File: src/include/mcd_config.svh
/*
 * Shared constants for the host bridge core.
 * Bus widths, cartridge header offset, keyboard scan codes and the
 * length of the stretched strobes. Include it in any file that sizes
 * a port or compares against one of these values.
 */
`ifndef MCD_CONFIG_SVH
`define MCD_CONFIG_SVH

////////////////////////////////////////
// Host download bus
////////////////////////////////////////
`define MCD_DL_DATA_W 16
`define MCD_DL_ADDR_W 25

// Byte offset of the region letter in the cartridge header
`define MCD_HDR_REGION_ADDR 'h1F0

// Address bit of a cheat entry that routes it to the CD side
`define MCD_SIDE_BIT 31

////////////////////////////////////////
// CD drive link
////////////////////////////////////////
`define MCD_CDD_STAT_W 40
// Bit 48 carries the toggle
`define MCD_CD_LINK_W 49

// Receive pulse and CD write strobe length
`define MCD_HOLD_CYCLES 8

////////////////////////////////////////
// Keyboard
////////////////////////////////////////
// {toggle, pressed, code[8:0]}
`define MCD_PS2_W 11
`define MCD_KEY_F1 9'h005
`define MCD_KEY_F2 9'h006
`define MCD_KEY_F3 9'h004

`endif

File: src/hw/mcd_pkg.sv
/*
 * Types shared by the host bridge blocks.
 * Region, download kind and video resolution enums, the cheat entry
 * layout and the classifier of the host download index.
 */
package mcd_pkg;

	typedef enum logic [1:0] {
		REGION_JP = 2'd0,
		REGION_US = 2'd1,
		REGION_EU = 2'd2
	} region_e;

	typedef enum logic [2:0] {
		DL_BIOS,
		DL_CDC_DAT,
		DL_CDC_SUB,
		DL_CART,
		DL_SAVE,
		DL_CODE,
		DL_OTHER
	} dl_kind_e;

	// Bit 0 is H40, bit 1 is V30
	typedef enum logic [1:0] {
		RES_H32_V28 = 2'b00,
		RES_H40_V28 = 2'b01,
		RES_H32_V30 = 2'b10,
		RES_H40_V30 = 2'b11
	} video_res_e;

	// Fields stay big-endian, as the host hands them over
	typedef struct packed {
		logic [31:0] flags;
		logic [31:0] addr;
		logic [31:0] compare;
		logic [31:0] replace;
	} cheat_code_t;

	function automatic dl_kind_e dl_kind_of(input logic [7:0] index);
		dl_kind_e kind;
		if (&index)                kind = DL_CODE;
		else if (index[5:0] <= 6'h01) kind = DL_BIOS;
		else if (index[5:0] == 6'h02) kind = DL_CDC_DAT;
		else if (index[5:0] == 6'h03) kind = DL_CDC_SUB;
		else if (index[5:0] == 6'h04) kind = DL_CART;
		else if (index[5:0] == 6'h05) kind = DL_SAVE;
		else                       kind = DL_OTHER;
		return kind;
	endfunction

endpackage

File: src/hw/aspect_ratio.sv
/*
 * HDMI aspect ratio selection.
 * The active resolution is locked at the end of each vertical blank,
 * so the ratio can only change between frames. The numbers follow the
 * 16:9 and corrected-aspect options.
 */
`timescale 1ns/100ps

module aspect_ratio (
	input  logic                clk_sys,
	input  logic                rst_n,
	input  logic                vblank,
	input  mcd_pkg::video_res_e resolution,
	input  logic                wide_169,
	input  logic                ar_corrected,
	output logic [7:0]          video_arx,
	output logic [7:0]          video_ary
);
	import mcd_pkg::*;

	logic       vblank_q;
	video_res_e res_lock;

	always_ff @(posedge clk_sys or negedge rst_n) begin
		if (!rst_n) begin
			vblank_q <= 1'b0;
			res_lock <= RES_H32_V28;
		end else begin
			vblank_q <= vblank;
			if (vblank_q && !vblank)
				res_lock <= resolution;
		end
	end

	////////////////////////////////////////
	// Ratio table
	////////////////////////////////////////
	always_comb begin
		if (wide_169) begin
			video_arx = 8'd16;
			video_ary = 8'd9;
		end else begin
			case (res_lock)
				// 256x224
				RES_H32_V28: begin
					video_arx = 8'd64;
					video_ary = 8'd49;
				end
				// 320x224
				RES_H40_V28: begin
					video_arx = ar_corrected ? 8'd10 : 8'd64;
					video_ary = ar_corrected ? 8'd7 : 8'd49;
				end
				// 256x240
				RES_H32_V30: begin
					video_arx = 8'd128;
					video_ary = 8'd105;
				end
				// 320x240
				default: begin
					video_arx = ar_corrected ? 8'd4 : 8'd128;
					video_ary = ar_corrected ? 8'd3 : 8'd105;
				end
			endcase
		end
	end

endmodule

File: src/hw/cdc_write_stretch.sv
/*
 * CD data and subcode write stretcher.
 * Every CDC data or subcode download word is latched and its strobe is
 * held long enough for the slower CD controller to catch it. A new
 * write restarts the hold.
 */
`timescale 1ns/100ps
`include "mcd_config.svh"

module cdc_write_stretch (
	input  logic                      clk_sys,
	input  logic                      rst_n,
	input  logic                      dl_active,
	input  logic                      dl_wr,
	input  logic [7:0]                dl_index,
	input  logic [`MCD_DL_DATA_W-1:0] dl_data,
	output logic [`MCD_DL_DATA_W-1:0] cdc_data,
	output logic                      cdc_dat_wr,
	output logic                      cdc_sc_wr
);
	import mcd_pkg::*;

	localparam int CNT_W = $clog2(`MCD_HOLD_CYCLES + 1);

	dl_kind_e         kind;
	logic             dat_wr;
	logic             sub_wr;
	logic [CNT_W-1:0] hold_cnt;

	assign kind   = dl_kind_of(dl_index);
	assign dat_wr = dl_active & dl_wr & (kind == DL_CDC_DAT);
	assign sub_wr = dl_active & dl_wr & (kind == DL_CDC_SUB);

	always_ff @(posedge clk_sys) begin
		if (dat_wr || sub_wr)
			cdc_data <= dl_data;
	end

	// Strobe registers also record which kind came last
	always_ff @(posedge clk_sys or negedge rst_n) begin
		if (!rst_n) begin
			cdc_dat_wr <= 1'b0;
			cdc_sc_wr  <= 1'b0;
			hold_cnt   <= '0;
		end else if (dat_wr || sub_wr) begin
			cdc_dat_wr <= dat_wr;
			cdc_sc_wr  <= sub_wr;
			hold_cnt   <= CNT_W'(`MCD_HOLD_CYCLES);
		end else if (hold_cnt != '0) begin
			hold_cnt <= hold_cnt - 1'b1;
		end else begin
			cdc_dat_wr <= 1'b0;
			cdc_sc_wr  <= 1'b0;
		end
	end

endmodule

File: src/hw/cdd_link.sv
/*
 * CD drive message exchange with the host.
 * The host flips bit 48 of cd_out to deliver a new status word, which
 * is latched and announced by a stretched cdd_rec pulse. A rising
 * cdd_send copies the drive command into cd_in and flips its toggle.
 */
`timescale 1ns/100ps
`include "mcd_config.svh"

module cdd_link (
	input  logic                       clk_sys,
	input  logic                       rst_n,
	input  logic [`MCD_CD_LINK_W-1:0]  cd_out,
	input  logic [`MCD_CDD_STAT_W-1:0] cdd_comm,
	input  logic                       cdd_send,
	output logic [`MCD_CDD_STAT_W-1:0] cdd_stat,
	output logic                       cdd_dm,
	output logic                       cdd_rec,
	output logic [`MCD_CD_LINK_W-1:0]  cd_in
);

	localparam int TOG   = `MCD_CD_LINK_W - 1;
	localparam int PAD_W = `MCD_CD_LINK_W - 1 - `MCD_CDD_STAT_W;
	localparam int CNT_W = $clog2(`MCD_HOLD_CYCLES + 1);

	logic             tog_seen;
	logic             new_stat;
	logic [CNT_W-1:0] rec_cnt;
	logic             send_q;

	assign new_stat = cd_out[TOG] != tog_seen;

	////////////////////////////////////////
	// Host to drive status
	////////////////////////////////////////
	always_ff @(posedge clk_sys) begin
		if (new_stat) begin
			cdd_stat <= cd_out[`MCD_CDD_STAT_W-1:0];
			cdd_dm   <= cd_out[`MCD_CDD_STAT_W];
		end
	end

	// cdd_rec stays up one cycle past the count
	always_ff @(posedge clk_sys or negedge rst_n) begin
		if (!rst_n) begin
			tog_seen <= 1'b0;
			cdd_rec  <= 1'b0;
			rec_cnt  <= '0;
		end else begin
			if (new_stat) begin
				tog_seen <= cd_out[TOG];
				cdd_rec  <= 1'b1;
				rec_cnt  <= CNT_W'(`MCD_HOLD_CYCLES);
			end else if (rec_cnt != '0) begin
				rec_cnt <= rec_cnt - 1'b1;
			end else begin
				cdd_rec <= 1'b0;
			end
		end
	end

	////////////////////////////////////////
	// Drive to host command
	////////////////////////////////////////
	always_ff @(posedge clk_sys or negedge rst_n) begin
		if (!rst_n) begin
			send_q <= 1'b0;
			cd_in  <= '0;
		end else begin
			send_q <= cdd_send;
			if (cdd_send && !send_q) begin
				cd_in[TOG-1:0] <= {{PAD_W{1'b0}}, cdd_comm};
				cd_in[TOG]     <= ~cd_in[TOG];
			end
		end
	end

endmodule

File: src/hw/cheat_code_loader.sv
/*
 * Cheat entry assembler.
 * Collects the eight 16-bit words of a cheat download into one entry
 * and pulses the strobe of the console side that owns the address.
 * A write at offset zero asks both sides to drop their cheats.
 */
`timescale 1ns/100ps
`include "mcd_config.svh"

module cheat_code_loader (
	input  logic                      clk_sys,
	input  logic                      rst_n,
	input  logic                      dl_active,
	input  logic                      dl_wr,
	input  logic [7:0]                dl_index,
	input  logic [`MCD_DL_ADDR_W-1:0] dl_addr,
	input  logic [`MCD_DL_DATA_W-1:0] dl_data,
	output mcd_pkg::cheat_code_t      code,
	output logic                      code_gen_stb,
	output logic                      code_mcd_stb,
	output logic                      code_clear
);
	import mcd_pkg::*;

	logic code_wr;
	logic last_word;

	assign code_wr   = dl_active & dl_wr & (dl_kind_of(dl_index) == DL_CODE);
	assign last_word = code_wr & (dl_addr[3:0] == 4'd14);

	// Bottom word of each field arrives first
	always_ff @(posedge clk_sys) begin
		if (code_wr) begin
			case (dl_addr[3:0])
				4'd0:    code.flags[15:0]    <= dl_data;
				4'd2:    code.flags[31:16]   <= dl_data;
				4'd4:    code.addr[15:0]     <= dl_data;
				4'd6:    code.addr[31:16]    <= dl_data;
				4'd8:    code.compare[15:0]  <= dl_data;
				4'd10:   code.compare[31:16] <= dl_data;
				4'd12:   code.replace[15:0]  <= dl_data;
				4'd14:   code.replace[31:16] <= dl_data;
				default: ;
			endcase
		end
	end

	////////////////////////////////////////
	// Strobes
	////////////////////////////////////////
	always_ff @(posedge clk_sys or negedge rst_n) begin
		if (!rst_n) begin
			code_gen_stb <= 1'b0;
			code_mcd_stb <= 1'b0;
			code_clear   <= 1'b0;
		end else begin
			// Side bit was written with the address top word
			code_mcd_stb <= last_word & code.addr[`MCD_SIDE_BIT];
			code_gen_stb <= last_word & ~code.addr[`MCD_SIDE_BIT];
			code_clear   <= code_wr & (dl_addr == '0);
		end
	end

endmodule

File: src/hw/mcd_host_bridge.sv
/*
 * Host side support for the CD-equipped console core.
 * Joins the cheat loader, region selector, CD drive link, CD write
 * stretcher and aspect ratio selector to the host download bus, the
 * keyboard, the CD link words and the video timing.
 */
`timescale 1ns/100ps
`include "mcd_config.svh"

module mcd_host_bridge (
	input  logic                       clk_sys,
	input  logic                       rst_n,

	// Host download bus
	input  logic                       dl_active,
	input  logic                       dl_wr,
	input  logic [7:0]                 dl_index,
	input  logic [`MCD_DL_ADDR_W-1:0]  dl_addr,
	input  logic [`MCD_DL_DATA_W-1:0]  dl_data,

	input  logic [`MCD_PS2_W-1:0]      ps2_key,

	// CD link
	input  logic [`MCD_CD_LINK_W-1:0]  cd_out,
	input  logic [`MCD_CDD_STAT_W-1:0] cdd_comm,
	input  logic                       cdd_send,

	// Video and options
	input  logic                       vblank,
	input  mcd_pkg::video_res_e        resolution,
	input  logic                       wide_169,
	input  logic                       ar_corrected,

	output mcd_pkg::cheat_code_t       code,
	output logic                       code_gen_stb,
	output logic                       code_mcd_stb,
	output logic                       code_clear,

	output mcd_pkg::region_e           region_req,
	output logic                       region_set,

	output logic [`MCD_CDD_STAT_W-1:0] cdd_stat,
	output logic                       cdd_dm,
	output logic                       cdd_rec,
	output logic [`MCD_CD_LINK_W-1:0]  cd_in,

	output logic [`MCD_DL_DATA_W-1:0]  cdc_data,
	output logic                       cdc_dat_wr,
	output logic                       cdc_sc_wr,

	output logic [7:0]                 video_arx,
	output logic [7:0]                 video_ary
);

	////////////////////////////////////////
	// Download consumers
	////////////////////////////////////////
	cheat_code_loader i_cheat_code_loader (
		.clk_sys      (clk_sys),
		.rst_n        (rst_n),
		.dl_active    (dl_active),
		.dl_wr        (dl_wr),
		.dl_index     (dl_index),
		.dl_addr      (dl_addr),
		.dl_data      (dl_data),
		.code         (code),
		.code_gen_stb (code_gen_stb),
		.code_mcd_stb (code_mcd_stb),
		.code_clear   (code_clear)
	);

	region_select i_region_select (
		.clk_sys    (clk_sys),
		.rst_n      (rst_n),
		.dl_active  (dl_active),
		.dl_wr      (dl_wr),
		.dl_index   (dl_index),
		.dl_addr    (dl_addr),
		.dl_data    (dl_data),
		.ps2_key    (ps2_key),
		.region_req (region_req),
		.region_set (region_set)
	);

	cdc_write_stretch i_cdc_write_stretch (
		.clk_sys    (clk_sys),
		.rst_n      (rst_n),
		.dl_active  (dl_active),
		.dl_wr      (dl_wr),
		.dl_index   (dl_index),
		.dl_data    (dl_data),
		.cdc_data   (cdc_data),
		.cdc_dat_wr (cdc_dat_wr),
		.cdc_sc_wr  (cdc_sc_wr)
	);

	////////////////////////////////////////
	// CD drive and video
	////////////////////////////////////////
	cdd_link i_cdd_link (
		.clk_sys  (clk_sys),
		.rst_n    (rst_n),
		.cd_out   (cd_out),
		.cdd_comm (cdd_comm),
		.cdd_send (cdd_send),
		.cdd_stat (cdd_stat),
		.cdd_dm   (cdd_dm),
		.cdd_rec  (cdd_rec),
		.cd_in    (cd_in)
	);

	aspect_ratio i_aspect_ratio (
		.clk_sys      (clk_sys),
		.rst_n        (rst_n),
		.vblank       (vblank),
		.resolution   (resolution),
		.wide_169     (wide_169),
		.ar_corrected (ar_corrected),
		.video_arx    (video_arx),
		.video_ary    (video_ary)
	);

endmodule

File: src/hw/region_select.sv
/*
 * Console region selection.
 * Reads the region letter from the cartridge header while a ROM is
 * downloaded and requests the matching region, holding region_set for
 * the rest of the download. F1, F2 and F3 pick JP, US and EU by hand.
 */
`timescale 1ns/100ps
`include "mcd_config.svh"

module region_select (
	input  logic                      clk_sys,
	input  logic                      rst_n,
	input  logic                      dl_active,
	input  logic                      dl_wr,
	input  logic [7:0]                dl_index,
	input  logic [`MCD_DL_ADDR_W-1:0] dl_addr,
	input  logic [`MCD_DL_DATA_W-1:0] dl_data,
	input  logic [`MCD_PS2_W-1:0]     ps2_key,
	output mcd_pkg::region_e          region_req,
	output logic                      region_set
);
	import mcd_pkg::*;

	localparam logic [`MCD_DL_ADDR_W-1:0] HDR_ADDR = `MCD_HDR_REGION_ADDR;
	localparam int KEY_TOG     = `MCD_PS2_W - 1;
	localparam int KEY_PRESSED = `MCD_PS2_W - 2;

	dl_kind_e kind;
	logic     rom_dl;
	logic     rom_dl_q;
	logic     hdr_wr;
	logic     hdr_j;
	logic     hdr_u;
	logic     hdr_ready;
	logic     ready_q;
	logic     key_tog_q;

	assign kind   = dl_kind_of(dl_index);
	assign rom_dl = dl_active & ((kind == DL_BIOS) | (kind == DL_CART));
	assign hdr_wr = rom_dl & dl_wr & (dl_addr == HDR_ADDR);

	////////////////////////////////////////
	// Cartridge header
	////////////////////////////////////////
	always_ff @(posedge clk_sys or negedge rst_n) begin
		if (!rst_n) begin
			rom_dl_q  <= 1'b0;
			hdr_j     <= 1'b0;
			hdr_u     <= 1'b0;
			hdr_ready <= 1'b0;
		end else begin
			rom_dl_q <= rom_dl;
			// New ROM, forget the previous header
			if (rom_dl && !rom_dl_q) begin
				hdr_j     <= 1'b0;
				hdr_u     <= 1'b0;
				hdr_ready <= 1'b0;
			end
			if (!rom_dl && rom_dl_q)
				hdr_ready <= 1'b0;
			if (hdr_wr) begin
				if (dl_data[7:0] == "J")
					hdr_j <= 1'b1;
				else if (dl_data[7:0] == "U")
					hdr_u <= 1'b1;
				hdr_ready <= 1'b1;
			end
		end
	end

	////////////////////////////////////////
	// Region request
	////////////////////////////////////////
	always_ff @(posedge clk_sys or negedge rst_n) begin
		if (!rst_n) begin
			key_tog_q  <= 1'b0;
			ready_q    <= 1'b0;
			region_req <= REGION_JP;
			region_set <= 1'b0;
		end else begin
			key_tog_q <= ps2_key[KEY_TOG];
			if (key_tog_q != ps2_key[KEY_TOG]) begin
				case (ps2_key[8:0])
					`MCD_KEY_F1: begin
						region_req <= REGION_JP;
						region_set <= ps2_key[KEY_PRESSED];
					end
					`MCD_KEY_F2: begin
						region_req <= REGION_US;
						region_set <= ps2_key[KEY_PRESSED];
					end
					`MCD_KEY_F3: begin
						region_req <= REGION_EU;
						region_set <= ps2_key[KEY_PRESSED];
					end
					default: ;
				endcase
			end

			// Header wins over a key in the same cycle
			ready_q <= hdr_ready;
			if (!ready_q && hdr_ready) begin
				region_set <= 1'b1;
				if (hdr_u)
					region_req <= REGION_US;
				else if (hdr_j)
					region_req <= REGION_JP;
				else
					region_req <= REGION_EU;
			end
			if (ready_q && !hdr_ready)
				region_set <= 1'b0;
		end
	end

endmodule

File: config.mk
export PLATFORM = sky130hd
export DESIGN_NAME = mcd_host_bridge
export DESIGN_NICKNAME = d
export VERILOG_FILES = /design/src/hw/mcd_pkg.sv /design/src/hw/aspect_ratio.sv /design/src/hw/cdc_write_stretch.sv /design/src/hw/cdd_link.sv /design/src/hw/cheat_code_loader.sv /design/src/hw/mcd_host_bridge.sv /design/src/hw/region_select.sv
export VERILOG_INCLUDE_DIRS = /design/src /design/src/include
export SDC_FILE = /design/constraint.sdc
export NUM_CORES = 1
export LEC_CHECK = 0
export ABC_AREA = 1
export BUFFER_PORTS_ARGS = -buffer_cell sky130_fd_sc_hd__buf_2
export CAP_MARGIN = 25
export CORE_AREA = 4 4 163 165
export DETAILED_ROUTE_END_ITERATION = 10
export DIE_AREA = 0 0 167 169
export PLACE_DENSITY = 0.64
export RECOVER_POWER = 25
export REMOVE_ABC_BUFFERS = 1
export SLEW_MARGIN = 20
export SYNTH_ARGS = -nofsm -noshare
export SYNTH_HDL_FRONTEND = slang
export SYNTH_HIERARCHICAL = 1
export SYNTH_SLANG_ARGS = --single-unit
File: constraint.sdc
create_clock -name clk_sys -period 1.7 [get_ports clk_sys]
set_input_delay 0.425 -clock clk_sys [delete_from_list [all_inputs] [get_ports clk_sys]]
set_output_delay 0.425 -clock clk_sys [all_outputs]
set_load 0.02 [all_outputs]
==> results_dict.tcl <==
set metrics [dict create \
    synth-simple-area-share 0.153 \
    total_power_mw 14.3 \
    final.setup.tns_ps -1090 \
    seq_area_frac_synth 0.783 \
    overflow 0 \
    numCtsBuffers 26 \
    dp_cells 1388 \
    peakVddDrop_uv 636 \
    synth_edf_count 185 \
    synth_warnings 6 \
    cap_violations 0 \
    finalWirelength_um 25000 \
    place.gp.congestion 0.792 \
    die_w_um 167 \
    cp-end-kind "output pin" \
    finalWorstSetupSlack_ps -136 \
    maxSlewViolCount 0 \
    core_area_um2 25000 \
    hold_class "primary input to flip-flop" \
    final_cell_mix "buf_2 (365), edfxtp_1 (185), nand2_1 (137)" \
    layout_commonest_cell "buf_2" \
    violations "negative setup slack" \
    period_needed_ps 1840 \
    fin_nets 1252 \
    synth_flop_cell "edfxtp_1" \
    path_clk_slew_ps 70 \
    synth_cells 651 \
    relSlewSlack 0.619 \
    ys_async_sr_fraction 0.272 \
    post_drt_via_cell_ratio 4.48 \
    startpoint_type "flip-flop" \
    drt_iter0_markers 436 \
    cellPowerDensity_nw_per_um2 1120 \
    dp_hpwl_um 18800 \
    preCtsSetupSlack_ps -7.98 \
    critPathLaunch "i_aspect_ratio/res_lock[1]" \
    fin_hold_ws_ps 43.2 \
    worstHoldStart "cd_out[48]" \
    r2r_start "i_cdc_write_stretch/hold_cnt[0]" \
    avgSynthCellArea_um2 14.3 \
    grt_pass1_wl_um 37800 \
    grt_usage 0.171 \
    ys_types 39 \
    placed_area_um2 11900 \
    ant_nets 0 \
    clockBufferDepth 3 \
    dr.pass1.iters 4 \
    fin_skew_ps 12.4 \
    final_core_util 0.509 \
    ys_seq_elements 254 \
    synth_mux_area_frac 0 \
    final-hold-violation-count 0 \
    die_y_um 169 \
    outcome "finished with violations" \
    cts_root_buf "clkbuf_16" \
    wl_per_cell_um 17.4 \
    fp.dieArea_um2 28200 \
    synth_top_family_by_area "simple AND/OR/NAND/NOR gates" \
    min_period_over_period 1.08 \
    worstSetupPathType "flip-flop to output pin" \
    fill_cells 2204 \
    clk_latency_ps 530 \
    port_buffers 398 \
    finalInstanceArea_um2 12700 \
    critPathArrivalTime_ps 1410 \
    cts_max_level 1 \
    cts.sinks 254 \
    required_ps 1270 \
    start_util 0.372 \
    antenna_found_initial 2 \
    setup-violations-final 11 \
    drive_gt1_frac 0.438 \
    synth-adder-area-share 0.00538 \
    tightest_slew_ps 571 \
    vias 6457 \
    fmax_mhz 545 \
    io_pins 418 \
    final_cells 1440 \
    synth_xor_area_frac 0.00471 \
    cp_max_fo 4 \
    rsz0062_at_grt "true" \
    cts_tree "yes" \
    grt_pass1_vias 6564 \
    grt_max_degree 42 \
    drcViolationCount 0 \
    synth.cell_area_um2 9310 \
    leakagePower_nw 5.79 \
    rows 58 \
    syn2layout_area_growth_pct 36.9 \
    synth_compound_area_frac 0.00363 \
]
[critical path, cell delays in order, from the launching register on]
cell     delay, ps
dfrtp_2        470
nor3_4         230
buf_4          180
[flip-flops by register name, summed over array words and instances, names as in the netlist, 2 cells and up]
signal                        cells
i_cheat_code_loader/code        128
i_cdd_link/cd_in                 41
i_cdd_link/cdd_stat              40
i_cdc_write_stretch/cdc_data     16
i_cdc_write_stretch/hold_cnt      4
i_cdd_link/rec_cnt                4
i_aspect_ratio/res_lock           2
i_region_select/region_req        2
[layer usage]
| layer | track usage | vias to the layer above | share of wire |
|---|---|---|---|
| met5 | 0 | - | 0.00028 |
| met4 | 0.0441 | 2 | 0.022 |
| met3 | 0.0476 | 36 | 0.089 |
| met2 | 0.312 | 310 | 0.52 |
| met1 | 0.198 | 3043 | 0.37 |
| li1 | - | 3066 | - |
[what timing repair did]
item                                    4_1_cts  5_1_grt
setup buffers                                 1        0
endpoints found under the setup margin       11       11
pin swaps                                     3        2
gates resized for setup                      19        5
endpoints found under the hold margin        22        0
hold buffers                                  2        0
[final timing paths]
check                                                        to  slack, ps  depth (start not counted)
worst max-delay path                               video_arx[3]       -140                          2
worst min-delay path                        i_cdd_link/tog_seen         40                          1
worst max register to register  i_cdc_write_stretch/hold_cnt[0]        510                          6
worst min register to register          i_region_select/ready_q        460                          0
max in group asynchronous       i_cdc_write_stretch/hold_cnt[3]        850                          3
min in group asynchronous            i_aspect_ratio/res_lock[0]        330                          2
[layout make-up]
cell class,instances,area [um2],share of cell area
well taps,330,413,0.0324
repair buffers,433,2360,0.186
diodes,1,2.50,0.000196
clock buffers,29,662,0.0520
flip-flops and latches,254,7280,0.572
multi-input cells,320,1650,0.130
clock inverters,19,154,0.0121
inverters,54,205,0.0161
[synthesized netlist by cell type (all sizes together) (2+ instances only)]
master / count / area [um2]
nand2: 152 / 624
nor4: 3 / 33.8
conb: 3 / 11.3
dfrtp: 69 / 1730
buf: 31 / 249
edfxtp: 185 / 5560
xor2: 2 / 17.5
inv: 54 / 205
o21ai: 2 / 13.8
nand3b: 3 / 35.0
nand4: 11 / 98.8
nand3: 64 / 343
xnor2: 3 / 26.3
ha: 4 / 50.1
nor3: 12 / 70.1
nor2: 47 / 209
[where the power goes]
part / switching [mW] / total (mW) / internal, mW
Combinational: 1.08 / 1.72 / 0.632
Sequential: 0.176 / 7.18 / 7.00
Clock: 2.31 / 5.42 / 3.11
Total: 3.57 / 14.3 / 10.7
[cells by family (layout without fill, tap and decap cells)]
kind of cell / count (synthesis) / count (layout)
buf+inv: 86 / 535
fa+ha+maj: 4 / 4
simple gates: 294 / 294
other cells: 3 / 13
flops: 254 / 254
compound gates: 5 / 5
xor+xnor: 5 / 5
No activity file was read; power rests on OpenSTA's default activity.
